File: config.mk
export PLATFORM = sky130hd
export DESIGN_NAME = husky_reg_top
export DESIGN_NICKNAME = d
export VERILOG_FILES = /design/src/verilog/husky_regs_pkg.sv /design/src/verilog/husky_io_pkg.sv /design/src/verilog/reg_bus_if.sv /design/src/verilog/husky_reg_top.sv /design/src/verilog/error_led.sv /design/src/verilog/sample_fifo.sv /design/src/verilog/userio_regs.sv /design/src/verilog/usb_reg_ctrl.sv
export SDC_FILE = /design/constraint.sdc
export NUM_CORES = 1
export LEC_CHECK = 0
export BUFFER_PORTS_ARGS = -buffer_cell sky130_fd_sc_hd__buf_4
export CORE_ASPECT_RATIO = 1.25
export CORE_MARGIN = 4
export CORE_UTILIZATION = 45
export DETAILED_ROUTE_END_ITERATION = 10
export PLACE_DENSITY_LB_ADDON = 0.05
export SYNTH_ARGS = -nofsm -noshare
export SYNTH_HDL_FRONTEND = slang
export SYNTH_SLANG_ARGS = --single-unit
File: constraint.sdc
create_clock -name clk_usb_buf -period 5 [get_ports clk_usb_buf]
set_input_delay 1 -clock clk_usb_buf [delete_from_list [all_inputs] [get_ports clk_usb_buf]]
set_output_delay 1 -clock clk_usb_buf [all_outputs]
set_load 0.01 [all_outputs]
File: src/verilog/husky_regs_pkg.sv
`default_nettype none

package husky_regs_pkg;

   // user I/O header
   localparam logic [7:0] REG_USERIO_DRIVE = 8'h10;
   localparam logic [7:0] REG_USERIO_DIR   = 8'h11;   // 1 = pin driven
   localparam logic [7:0] REG_USERIO_DEBUG = 8'h12;   // select in low nibble

   // sample FIFO
   localparam logic [7:0] REG_FIFO_READ    = 8'h03;   // read pops one sample
   localparam logic [7:0] REG_FIFO_STATUS  = 8'h20;   // byte 0 level, byte 1 flags

   // error flags
   localparam logic [7:0] REG_ERRORS       = 8'h21;   // read only
   localparam logic [7:0] REG_CLEAR_ERRORS = 8'h22;   // any write clears

   // debug select codes
   localparam logic [3:0] DBG_OFF    = 4'd0;
   localparam logic [3:0] DBG_USB    = 4'd1;
   localparam logic [3:0] DBG_FIFO   = 4'd2;
   localparam logic [3:0] DBG_ERRORS = 4'd3;

   // bit positions in the error register
   localparam int ERR_OVERFLOW  = 0;
   localparam int ERR_UNDERFLOW = 1;

endpackage

`default_nettype wire

File: src/verilog/husky_io_pkg.sv
`default_nettype none

package husky_io_pkg;

   // host bus widths
   typedef logic [7:0] usb_byte_t;
   typedef logic [7:0] reg_addr_t;

   localparam int USERIO_WIDTH = 8;        // header pins

   // byte position within one address burst
   localparam int BYTECNT_SIZE = 7;
   typedef logic [BYTECNT_SIZE-1:0] bytecnt_t;

   // sample FIFO geometry
   localparam int FIFO_DEPTH = 16;
   localparam int FIFO_PTR_W = $clog2(FIFO_DEPTH);
   typedef logic [FIFO_PTR_W:0] fifo_count_t;   // one extra bit to hold FIFO_DEPTH

   // free-running counter bit used for the LED flash
   localparam int FLASH_BIT = 3;

endpackage

`default_nettype wire
File: src/verilog/reg_bus_if.sv
`default_nettype none

interface reg_bus_if;

   husky_io_pkg::reg_addr_t addr;      // latched register address
   husky_io_pkg::bytecnt_t  bytecnt;   // byte within the burst
   husky_io_pkg::usb_byte_t wdata;     // write byte
   logic                    rd;        // one cycle per host read
   logic                    wr;        // one cycle per host write

   modport ctrl (
      output addr,
      output bytecnt,
      output wdata,
      output rd,
      output wr
   );

   modport periph (
      input addr,
      input bytecnt,
      input wdata,
      input rd,
      input wr
   );

endinterface

`default_nettype wire

File: src/verilog/husky_reg_top.sv
`default_nettype none

module husky_reg_top (
   input  wire                            clk_usb_buf,
   input  wire                            reset_i,
   input  wire husky_io_pkg::reg_addr_t   usb_addr_i,
   input  wire husky_io_pkg::usb_byte_t   usb_data_i,
   input  wire                            usb_rdn_n_i,
   input  wire                            usb_wrn_n_i,
   input  wire                            usb_cen_n_i,
   input  wire                            usb_alen_n_i,
   input  wire                            sample_wr_i,
   input  wire husky_io_pkg::usb_byte_t   sample_data_i,
   input  wire                            armed_i,
   output husky_io_pkg::usb_byte_t        usb_data_o,
   output logic                           usb_data_oe_o,
   output husky_io_pkg::usb_byte_t        userio_o,
   output husky_io_pkg::usb_byte_t        userio_oe_o,
   output logic                           led_error_o,
   output logic                           led_status_o
);

   import husky_io_pkg::*;

   usb_byte_t   rdata_userio;
   usb_byte_t   rdata_fifo;
   usb_byte_t   rdata_err;
   usb_byte_t   err_flags;
   fifo_count_t fifo_level;
   logic        fifo_empty;
   logic        fifo_full;
   logic        overflow;
   logic        underflow;

   reg_bus_if bus ();

   usb_reg_ctrl u_usb_reg_ctrl (
      .clk_usb_buf    (clk_usb_buf),
      .reset_i        (reset_i),
      .usb_addr_i     (usb_addr_i),
      .usb_data_i     (usb_data_i),
      .usb_rdn_n_i    (usb_rdn_n_i),
      .usb_wrn_n_i    (usb_wrn_n_i),
      .usb_cen_n_i    (usb_cen_n_i),
      .usb_alen_n_i   (usb_alen_n_i),
      .rdata_userio_i (rdata_userio),
      .rdata_fifo_i   (rdata_fifo),
      .rdata_err_i    (rdata_err),
      .usb_data_o     (usb_data_o),
      .usb_data_oe_o  (usb_data_oe_o),
      .bus            (bus)
   );

   userio_regs u_userio_regs (
      .clk_usb_buf    (clk_usb_buf),
      .reset_i        (reset_i),
      .bus            (bus),
      .usb_rdn_n_i    (usb_rdn_n_i),
      .usb_wrn_n_i    (usb_wrn_n_i),
      .usb_cen_n_i    (usb_cen_n_i),
      .usb_addr_i     (usb_addr_i),
      .fifo_level_i   (fifo_level),
      .fifo_empty_i   (fifo_empty),
      .fifo_full_i    (fifo_full),
      .err_flags_i    (err_flags),
      .rdata_o        (rdata_userio),
      .userio_o       (userio_o),
      .userio_oe_o    (userio_oe_o)
   );

   sample_fifo u_sample_fifo (
      .clk_usb_buf    (clk_usb_buf),
      .reset_i        (reset_i),
      .bus            (bus),
      .sample_wr_i    (sample_wr_i),
      .sample_data_i  (sample_data_i),
      .rdata_o        (rdata_fifo),
      .fifo_level_o   (fifo_level),
      .fifo_empty_o   (fifo_empty),
      .fifo_full_o    (fifo_full),
      .overflow_o     (overflow),
      .underflow_o    (underflow)
   );

   error_led u_error_led (
      .clk_usb_buf    (clk_usb_buf),
      .reset_i        (reset_i),
      .bus            (bus),
      .overflow_i     (overflow),
      .underflow_i    (underflow),
      .armed_i        (armed_i),
      .rdata_o        (rdata_err),
      .err_flags_o    (err_flags),
      .led_error_o    (led_error_o),
      .led_status_o   (led_status_o)
   );

endmodule

`default_nettype wire

File: src/verilog/error_led.sv
`default_nettype none

module error_led (
   input  wire                            clk_usb_buf,
   input  wire                            reset_i,
   reg_bus_if.periph                      bus,
   input  wire                            overflow_i,
   input  wire                            underflow_i,
   input  wire                            armed_i,
   output husky_io_pkg::usb_byte_t        rdata_o,
   output husky_io_pkg::usb_byte_t        err_flags_o,
   output logic                           led_error_o,
   output logic                           led_status_o
);

   import husky_io_pkg::*;
   import husky_regs_pkg::*;

   usb_byte_t        err_q;
   logic [FLASH_BIT:0] flash_cnt;
   logic             flash;
   logic             any_err;
   logic             clr;

   assign clr = bus.wr && (bus.addr == REG_CLEAR_ERRORS);

   always_ff @(posedge clk_usb_buf) begin
      if (reset_i) begin
         err_q <= '0;
      end else begin
         if (clr) begin
            err_q <= '0;
         end
         if (overflow_i) begin
            err_q[ERR_OVERFLOW] <= 1'b1;    // a new event beats a clear
         end
         if (underflow_i) begin
            err_q[ERR_UNDERFLOW] <= 1'b1;
         end
      end
   end

   always_ff @(posedge clk_usb_buf) begin
      if (reset_i) begin
         flash_cnt <= '0;
      end else begin
         flash_cnt <= flash_cnt + 1'b1;
      end
   end

   assign flash        = flash_cnt[FLASH_BIT];
   assign any_err      = |err_q;
   assign err_flags_o  = err_q;
   assign rdata_o      = (bus.addr == REG_ERRORS) ? err_q : '0;

   // both LEDs blink together on any error
   assign led_error_o  = any_err ? flash : 1'b0;
   assign led_status_o = any_err ? flash : armed_i;

endmodule

`default_nettype wire

File: src/verilog/sample_fifo.sv
`default_nettype none

module sample_fifo (
   input  wire                            clk_usb_buf,
   input  wire                            reset_i,
   reg_bus_if.periph                      bus,
   input  wire                            sample_wr_i,
   input  wire husky_io_pkg::usb_byte_t   sample_data_i,
   output husky_io_pkg::usb_byte_t        rdata_o,
   output husky_io_pkg::fifo_count_t      fifo_level_o,
   output logic                           fifo_empty_o,
   output logic                           fifo_full_o,
   output logic                           overflow_o,
   output logic                           underflow_o
);

   import husky_io_pkg::*;
   import husky_regs_pkg::*;

   usb_byte_t             mem [FIFO_DEPTH];
   logic [FIFO_PTR_W-1:0] wr_ptr;
   logic [FIFO_PTR_W-1:0] rd_ptr;
   fifo_count_t           level_q;
   logic                  pop_req;     // host read of the data address
   logic                  push;
   logic                  pop;

   assign fifo_level_o = level_q;
   assign fifo_empty_o = (level_q == '0);
   assign fifo_full_o  = (level_q == fifo_count_t'(FIFO_DEPTH));

   assign pop_req = bus.rd && (bus.addr == REG_FIFO_READ);
   assign push    = sample_wr_i & ~fifo_full_o;    // blocked when full
   assign pop     = pop_req & ~fifo_empty_o;

   assign overflow_o  = sample_wr_i & fifo_full_o;
   assign underflow_o = pop_req & fifo_empty_o;

   always_ff @(posedge clk_usb_buf) begin
      if (push) begin
         mem[wr_ptr] <= sample_data_i;
      end
   end

   always_ff @(posedge clk_usb_buf) begin
      if (reset_i) begin
         wr_ptr  <= '0;
         rd_ptr  <= '0;
         level_q <= '0;
      end else begin
         if (push) begin
            wr_ptr <= wr_ptr + 1'b1;   // wraps at FIFO_DEPTH
         end
         if (pop) begin
            rd_ptr <= rd_ptr + 1'b1;
         end
         case ({push, pop})
            2'b10:   level_q <= level_q + 1'b1;
            2'b01:   level_q <= level_q - 1'b1;
            default: ;
         endcase
      end
   end

   // head of the FIFO, or status by burst position
   always_comb begin
      rdata_o = '0;
      if (bus.addr == REG_FIFO_READ) begin
         rdata_o = fifo_empty_o ? '0 : mem[rd_ptr];
      end else if (bus.addr == REG_FIFO_STATUS) begin
         case (bus.bytecnt)
            bytecnt_t'(0): rdata_o = usb_byte_t'(level_q);
            bytecnt_t'(1): rdata_o = {6'b0, fifo_full_o, fifo_empty_o};
            default:       rdata_o = '0;
         endcase
      end
   end

endmodule

`default_nettype wire

File: src/verilog/userio_regs.sv
`default_nettype none

module userio_regs (
   input  wire                            clk_usb_buf,
   input  wire                            reset_i,
   reg_bus_if.periph                      bus,
   input  wire                            usb_rdn_n_i,
   input  wire                            usb_wrn_n_i,
   input  wire                            usb_cen_n_i,
   input  wire husky_io_pkg::reg_addr_t   usb_addr_i,
   input  wire husky_io_pkg::fifo_count_t fifo_level_i,
   input  wire                            fifo_empty_i,
   input  wire                            fifo_full_i,
   input  wire husky_io_pkg::usb_byte_t   err_flags_i,
   output husky_io_pkg::usb_byte_t        rdata_o,
   output husky_io_pkg::usb_byte_t        userio_o,
   output husky_io_pkg::usb_byte_t        userio_oe_o
);

   import husky_io_pkg::*;
   import husky_regs_pkg::*;

   logic [USERIO_WIDTH-1:0] drive_q;    // pin data
   logic [USERIO_WIDTH-1:0] dir_q;      // pin drive mask
   logic [3:0]              dbg_sel_q;
   usb_byte_t               dbg_byte;

   always_ff @(posedge clk_usb_buf) begin
      if (reset_i) begin
         drive_q   <= '0;
         dir_q     <= '0;
         dbg_sel_q <= DBG_OFF;
      end else if (bus.wr) begin
         case (bus.addr)
            REG_USERIO_DRIVE: drive_q   <= bus.wdata;
            REG_USERIO_DIR:   dir_q     <= bus.wdata;
            REG_USERIO_DEBUG: dbg_sel_q <= bus.wdata[3:0];
            default: ;
         endcase
      end
   end

   always_comb begin
      case (bus.addr)
         REG_USERIO_DRIVE: rdata_o = drive_q;
         REG_USERIO_DIR:   rdata_o = dir_q;
         REG_USERIO_DEBUG: rdata_o = {4'b0, dbg_sel_q};
         default:          rdata_o = '0;
      endcase
   end

   // internal status put on the header
   always_comb begin
      case (dbg_sel_q)
         DBG_USB:    dbg_byte = {usb_rdn_n_i, usb_wrn_n_i, usb_cen_n_i, usb_addr_i[4:0]};
         DBG_FIFO:   dbg_byte = {1'b0, fifo_full_i, fifo_empty_i, fifo_level_i};
         DBG_ERRORS: dbg_byte = err_flags_i;
         default:    dbg_byte = '0;
      endcase
   end

   always_comb begin
      if (dbg_sel_q == DBG_OFF) begin
         userio_o    = drive_q;
         userio_oe_o = dir_q;
      end else begin
         userio_o    = dbg_byte;
         userio_oe_o = '1;           // debug drives every pin
      end
   end

endmodule

`default_nettype wire

File: src/verilog/usb_reg_ctrl.sv
`default_nettype none

module usb_reg_ctrl (
   input  wire                            clk_usb_buf,
   input  wire                            reset_i,
   input  wire husky_io_pkg::reg_addr_t   usb_addr_i,
   input  wire husky_io_pkg::usb_byte_t   usb_data_i,
   input  wire                            usb_rdn_n_i,
   input  wire                            usb_wrn_n_i,
   input  wire                            usb_cen_n_i,
   input  wire                            usb_alen_n_i,
   input  wire husky_io_pkg::usb_byte_t   rdata_userio_i,
   input  wire husky_io_pkg::usb_byte_t   rdata_fifo_i,
   input  wire husky_io_pkg::usb_byte_t   rdata_err_i,
   output husky_io_pkg::usb_byte_t        usb_data_o,
   output logic                           usb_data_oe_o,
   reg_bus_if.ctrl                        bus
);

   import husky_io_pkg::*;

   usb_byte_t rdata_all;     // all blocks are zero off their own addresses
   logic      rdn_q;         // rdn from the previous edge
   logic      wrn_q;
   logic      rd_fall;
   logic      wr_fall;

   assign rdata_all = rdata_userio_i | rdata_fifo_i | rdata_err_i;

   // falling edge seen on this sample, only while selected
   assign rd_fall = rdn_q & ~usb_rdn_n_i & ~usb_cen_n_i;
   assign wr_fall = wrn_q & ~usb_wrn_n_i & ~usb_cen_n_i & ~rd_fall;   // read wins a tie

   always_ff @(posedge clk_usb_buf) begin
      if (reset_i) begin
         rdn_q         <= 1'b1;      // bus idle level
         wrn_q         <= 1'b1;
         bus.rd        <= 1'b0;
         bus.wr        <= 1'b0;
         usb_data_oe_o <= 1'b0;
      end else begin
         rdn_q         <= usb_rdn_n_i;
         wrn_q         <= usb_wrn_n_i;
         bus.rd        <= rd_fall;
         bus.wr        <= wr_fall;
         usb_data_oe_o <= ~usb_cen_n_i & ~usb_rdn_n_i;
      end
   end

   // address phase clears the burst position, each access advances it
   always_ff @(posedge clk_usb_buf) begin
      if (reset_i) begin
         bus.addr    <= '0;
         bus.bytecnt <= '0;
      end else if (!usb_cen_n_i && !usb_alen_n_i) begin
         bus.addr    <= usb_addr_i;
         bus.bytecnt <= '0;
      end else if (bus.rd || bus.wr) begin
         bus.bytecnt <= bus.bytecnt + 1'b1;   // after the strobe cycle
      end
   end

   // write byte is taken on the same edge that sees wrn low
   always_ff @(posedge clk_usb_buf) begin
      if (wr_fall) begin
         bus.wdata <= usb_data_i;
      end
   end

   // capture reply on the strobe cycle, holds for the rest of the access
   always_ff @(posedge clk_usb_buf) begin
      if (bus.rd) begin
         usb_data_o <= rdata_all;
      end
   end

endmodule

`default_nettype wire

* Yosys cells after proc, flatten, opt, wreduce, memory -nomap -nowiden *
Memory sizes are Yosys's and may differ from the RTL's. A register that Yosys moved wholly into a read port is not among the register bits.
Cells that the tools add are included.

operators by class
  add/subtract/negate cells = 6
  eq/ne operators = 14
  multiplexer cells = 19
  bitwise gates (word level) = 18
  reduce and logical (&&, ||, !) cells = 17

operators by type and width
  cell                 count
  $pmux 8 s3           2
  $mux 8               5
  $eq 8x5->1 const B   3
  $eq 8x6->1 const B   3
  $pmux 5 s2           2
  $or 8x8->8           2
  $add 4x1->4 const B  3
  $and 1x1->1          10
  $eq 4x2->1 const B   2
  $eq 8x2->1 const B   1
  $mux 4               2
  $add 7x1->7 const B  1
  $eq 7x1->1 const B   1
  $logic_not 7->1      1
  $mux 1               6
  $not 1->1            6
  $reduce_and 2->1     3
  $reduce_bool 2->1    3
  $add 5x1->5 const B  1
  $eq 5x5->1 const B   1
  $logic_not 5->1      1
  $sub 5x1->5 const B  1
  $eq 4x1->1 const B   1
  $logic_not 4->1      1
  other kinds (7)      12

word-level totals
  bits in registers = 75
  memory bits (writable) = 128
  input port bits = 32
  output and inout bits = 27
  logic and storage cells = 93
  memories kept = 1

memory list
  memory             words  width  rd ports  clocked after Yosys merged registers in  wr ports  RTL line           source
  u_sample_fifo.mem  16     8      1         1                                        1         sample_fifo.sv:20  usb_byte_t mem [FIFO_DEPTH];

* Depth between registers and ports, before layout *
  word-level depth = 6
  depth in mapped cells = 15
  gate-level depth less buffers = 12

* By module *
A second synthesis with hierarchy kept.

unflattened totals
  cells, all modules = 629
  area total of the unflattened synthesis = 8,972.4 um^2

by module, submodules not included
  module        times used  cells each  area an instance (um^2)  seq. area each (um^2)
  sample_fifo   1           347         5,970.7                  4,184.0
  userio_regs   1           134         1,350.0                  400.4
  usb_reg_ctrl  1           107         1,290.0                  880.8
  error_led     1           41          361.6                    120.1

* Worst setup path before layout *
Ideal clock, no wire load.

  path type = input port to flip-flop
  from = input port sample_wr_i
  to = register u_sample_fifo.level_q[2] (netlist: u_sample_fifo.fifo_level_o[2])
  setup time = 0.071 ns
  arrival time = 2.783 ns
  required time = 4.929 ns
  slack = 2.146 ns
  stages on the path = 10
  buffers on the path = 1
  path through = a21boi_2 -> inv_1 -> ha_1 -> clkbuf_1 -> xor2_1 -> ha_1 -> a21oi_1 -> xor2_1 -> or3_1 -> a21oi_1

on the way
  cells in the longest elaborated chain, start to end = 3
  elaborated cells between the ends (all ways) = 5
  classes of those cells = eq/ne: 2; mux: 1; bitwise: 1; reduce/logical: 1

ends and longest elaborated chain
  element                                          RTL line             source
  start, declared                                  husky_reg_top.sv:12  input wire sample_wr_i,
  $and 1x1->1 (*)                                  sample_fifo.sv:33    assign push = sample_wr_i & ~fifo_full_o;
  $eq 2x1->1 or $eq 2x2->1 (tied branches)         sample_fifo.sv:57    case ({push, pop})
  $pmux 5 s2 or $reduce_bool 2->1 (tied branches)  n/a
  end signal, assigned                             sample_fifo.sv:58    2'b10: level_q <= level_q + 1'b1;
  end signal, assigned                             sample_fifo.sv:59    2'b01: level_q <= level_q - 1'b1;
  end, declared                                    sample_fifo.sv:23    fifo_count_t level_q;

Every way passes the cells marked *; elsewhere a longest branch is shown, timed or not.
A chain may end at the register's enable or synchronous reset.

* Worst setup path after layout *
  from = register u_userio_regs.dbg_sel_q[3]
  to = output port userio_oe_o[7]

on the way
  cells in the longest elaborated chain, start to end = 2

ends and longest elaborated chain
  element                 RTL line             source
  start, declared         userio_regs.sv:25    logic [3:0] dbg_sel_q;
  start signal, assigned  userio_regs.sv:37    REG_USERIO_DEBUG: dbg_sel_q <= bus.wdata[3:0];
  $logic_not 4->1         userio_regs.sv:63    if (dbg_sel_q == DBG_OFF) begin
  $mux 8                  userio_regs.sv:63
  end, declared           husky_reg_top.sv:18  output husky_io_pkg::usb_byte_t userio_oe_o,

No other way between the ends.

==> flow_summary.ini <==
[outcome]
outcome = finished clean

[placement]
io_buffer_count = 58
post-dp-hpwl_um = 13500
routabilityCongestion = 0.843
dp_slack_ps = 1860

[worst_setup_path]
crit_buf_inv = 1
cp-endpoint = userio_oe_o[7]
critical_path.slowest_cell = nor3_1
max_stage_delay_ps = 690
endpoint_kind = output port
critPathTopFamily = simple AND/OR/NAND/NOR gates
path_class = reg2out
cp_max_fo = 9
reg2reg_slack_ps = 2020
rr_worst_depth = 11
cp_data_arrival_time_ps = 2320
cp.required_ps = 4000
cp_num_cells = 4
r2r_start = u_usb_reg_ctrl.bus.addr[1]
crit_start = u_userio_regs.dbg_sel_q[3]
worstPathCellList = or2_2 -> nor3_1 -> or2b_1 -> buf_4
startpoint_type = flip-flop
r2r-end = u_sample_fifo.fifo_level_o[2]

[logic_synthesis]
syn-num-nets = 648
synth_top_area_share_pct = 49.6
yosysSeqAreaShare_pct = 64.1
yosys-top-cells-area = edfxtp_1, dfxtp_1, mux4_2
ys.flop_type = edfxtp_1
yosysMostFrequentCell = edfxtp_1
synth_common_cells = edfxtp_1, nor2_1, dfxtp_1, mux2i_1, nand2_1
synthArstFlopShare_pct = 0
syn_avg_cell_area_um2 = 14.4
ys_types = 55
synth_enable_flop_cells = 144
ys_seq_elements = 207
yosysTopAreaCell = edfxtp_1
synth_warnings = 0
synthCells = 604
syn_area_um2 = 8710

[cells_and_area]
nets = 702
area_growth_pct = 15.2
antenna_cells = 0
layout-drive-gt1-share_pct = 22.6

[timing]
worst_slew_pin_slew_ps = 1240
fmax_ghz = 0.301
hold_viol = 0
fin_crit_ps = 3320
fin_tns_setup_ps = 0
clock_skew_ps = 16.1
drv_slew = 0
fin_ws_ps = 1680
setup-violations-final = 0
rsz0062_at_grt = no
slew_headroom_pct = 16.6
period_share_pct = 66.3

[routing]
wl_um = 19600
dr.pass1.iters = 4
antenna_left = 0
remaining_drc_errors = 0
via_per_inst = 5.52
vias = 5005
wl_per_cell_um = 21.6
drt_iter0_drc = 278

[die]
die_width_um = 132
core_um2 = 18900
io_pins = 59
rows = 56
die-area_um2 = 21700
initial_core_util_pct = 46.1
fp.dieH_um = 164

[pwr]
ir_drop_uv = 272
p_total_mw = 3.64
power.static_leakage_nw = 3.46
powerDensity_nw_per_um2 = 363

[clock_tree]
clock_latency_ps = 500
htreeDepth = 1
cts_setup_buffers = 0
clk_pin_slew_worst_paths_ps = 60
cts.sinks = 207
cts_resized = 0
cts_tree = done
holdBufCountCts = 0
clock_path_buffers = 3
cts_root_buf = clkbuf_16
numCtsBuffers = 22

[job]
cap_violations = 0

[grt]
gr-usage-all-layers_pct = 18.3
gr-total-overflow = 0
grt_pass1_vias = 5223
antenna_found_initial = 0
grt_max_degree = 53
grt_pass1_wl_um = 30600

[worst_hold_path]
min_path_type = reg2reg
worst reg2reg max path: stages (launching register included):
cell and delay (ps):
dfxtp_1 590, nor3b_2 260, and4_1 370, nand3_4 130, inv_1 100, ha_1 340, xor2_1 200, ha_1 250
a21oi_1 70, xor2_1 170, or3_1 310, a21oi_1 130
cell families after synthesis:
| family | count (synthesis) | share of synthesized area (%) |
|---|---|---|
| DFF | 207 | 64.1 |
| and+or+nand+nor | 182 | 10.8 |
| muxes | 86 | 14.9 |
| AOI/OAI and AO/OA | 61 | 4.47 |
| buffers and inverters | 39 | 2.27 |
| xor gates and xnor gates | 17 | 1.71 |
| adders and majority gates | 12 | 1.72 |
placed cells by master (no fill, tap or decap), types with 7 or more instances in the layout:
master	instances
a21oi_1	18
buf_4	62
clkbuf_16	23
dfxtp_1	62
edfxtp_1	144
ha_1	12
inv_1	7
mux2_2	8
mux2i_1	44
mux4_2	34
nand2_1	35
nand2b_1	9
nor2_1	71
nor2b_1	14
nor3_1	9
o21ai_0	17
xor2_1	12
cell type report:
class | count | area (um^2)
clock buffer | 27 | 591
fill | 1560 | 8890
multi-input combinational | 358 | 2940
clock inverter | 13 | 133
timing repair buffer | 62 | 465
tap | 232 | 290
inverter | 7 | 26.3
sequential | 207 | 5590
flip-flops by register name (all words and copies together), names as in the netlist, named ones only:
register,count
u_usb_reg_ctrl.bus.wr,1
u_error_led.err_flags_o,2
u_sample_fifo.fifo_level_o,5
u_sample_fifo.mem,128
u_userio_regs.dir_q,8
u_usb_reg_ctrl.rdn_q,1
u_usb_reg_ctrl.usb_data_o,8
u_sample_fifo.rd_ptr,4
u_usb_reg_ctrl.bus.bytecnt,7
u_usb_reg_ctrl.usb_data_oe_o,1
u_usb_reg_ctrl.bus.addr,8
u_userio_regs.dbg_sel_q,4
u_usb_reg_ctrl.bus.rd,1
u_usb_reg_ctrl.bus.wdata,8
u_sample_fifo.wr_ptr,4
u_usb_reg_ctrl.wrn_q,1
u_error_led.flash_cnt,4
u_userio_regs.drive_q,8
metrics by stage:
step           hold slack (ps)  cells  util, %  instance area (um^2)
2_1_floorplan              418    604        -                  8710
3_3_place_gp               426    866     49.2                  9300
3_5_place_dp               459    866     49.2                  9300
4_1_cts                    468    906     53.0                 10000
5_1_grt                    496    906     53.0                 10000
6_report                   458    906     53.0                 10000
layer usage:
metal / wire [um] / part of all wire [%] / track usage (%)
met3: 759 / 3.9 / 2.99
met4: 382 / 2.0 / 4.87
met5: 0 / 0 / 0
met1: 7980 / 41 / 22.0
met2: 10400 / 53 / 34.1
power breakdown:
group          internal, mW  switching, mW  leakage, nW
logic                0.0559         0.0813         1.28
registers              1.86         0.0224         1.82
clock network         0.990          0.633        0.356
total                  2.90          0.737         3.46
worst min path at each step:
| stage | from | end | slack [ps] | cells past startpoint |
|---|---|---|---|---|
| finish | u_error_led.flash_cnt[0] | u_error_led.flash_cnt[0] | 460 | 1 |
| global route | u_error_led.flash_cnt[0] | u_error_led.flash_cnt[0] | 500 | 1 |
| CTS | u_error_led.flash_cnt[0] | u_error_led.flash_cnt[0] | 470 | 1 |
| detailed placement | u_error_led.flash_cnt[0] | u_error_led.flash_cnt[0] | 460 | 1 |
| global placement | u_error_led.flash_cnt[0] | u_error_led.flash_cnt[0] | 430 | 1 |
| floorplan | u_error_led.flash_cnt[0] | u_error_led.flash_cnt[0] | 420 | 1 |
Power figures use the tool's default switching activity.
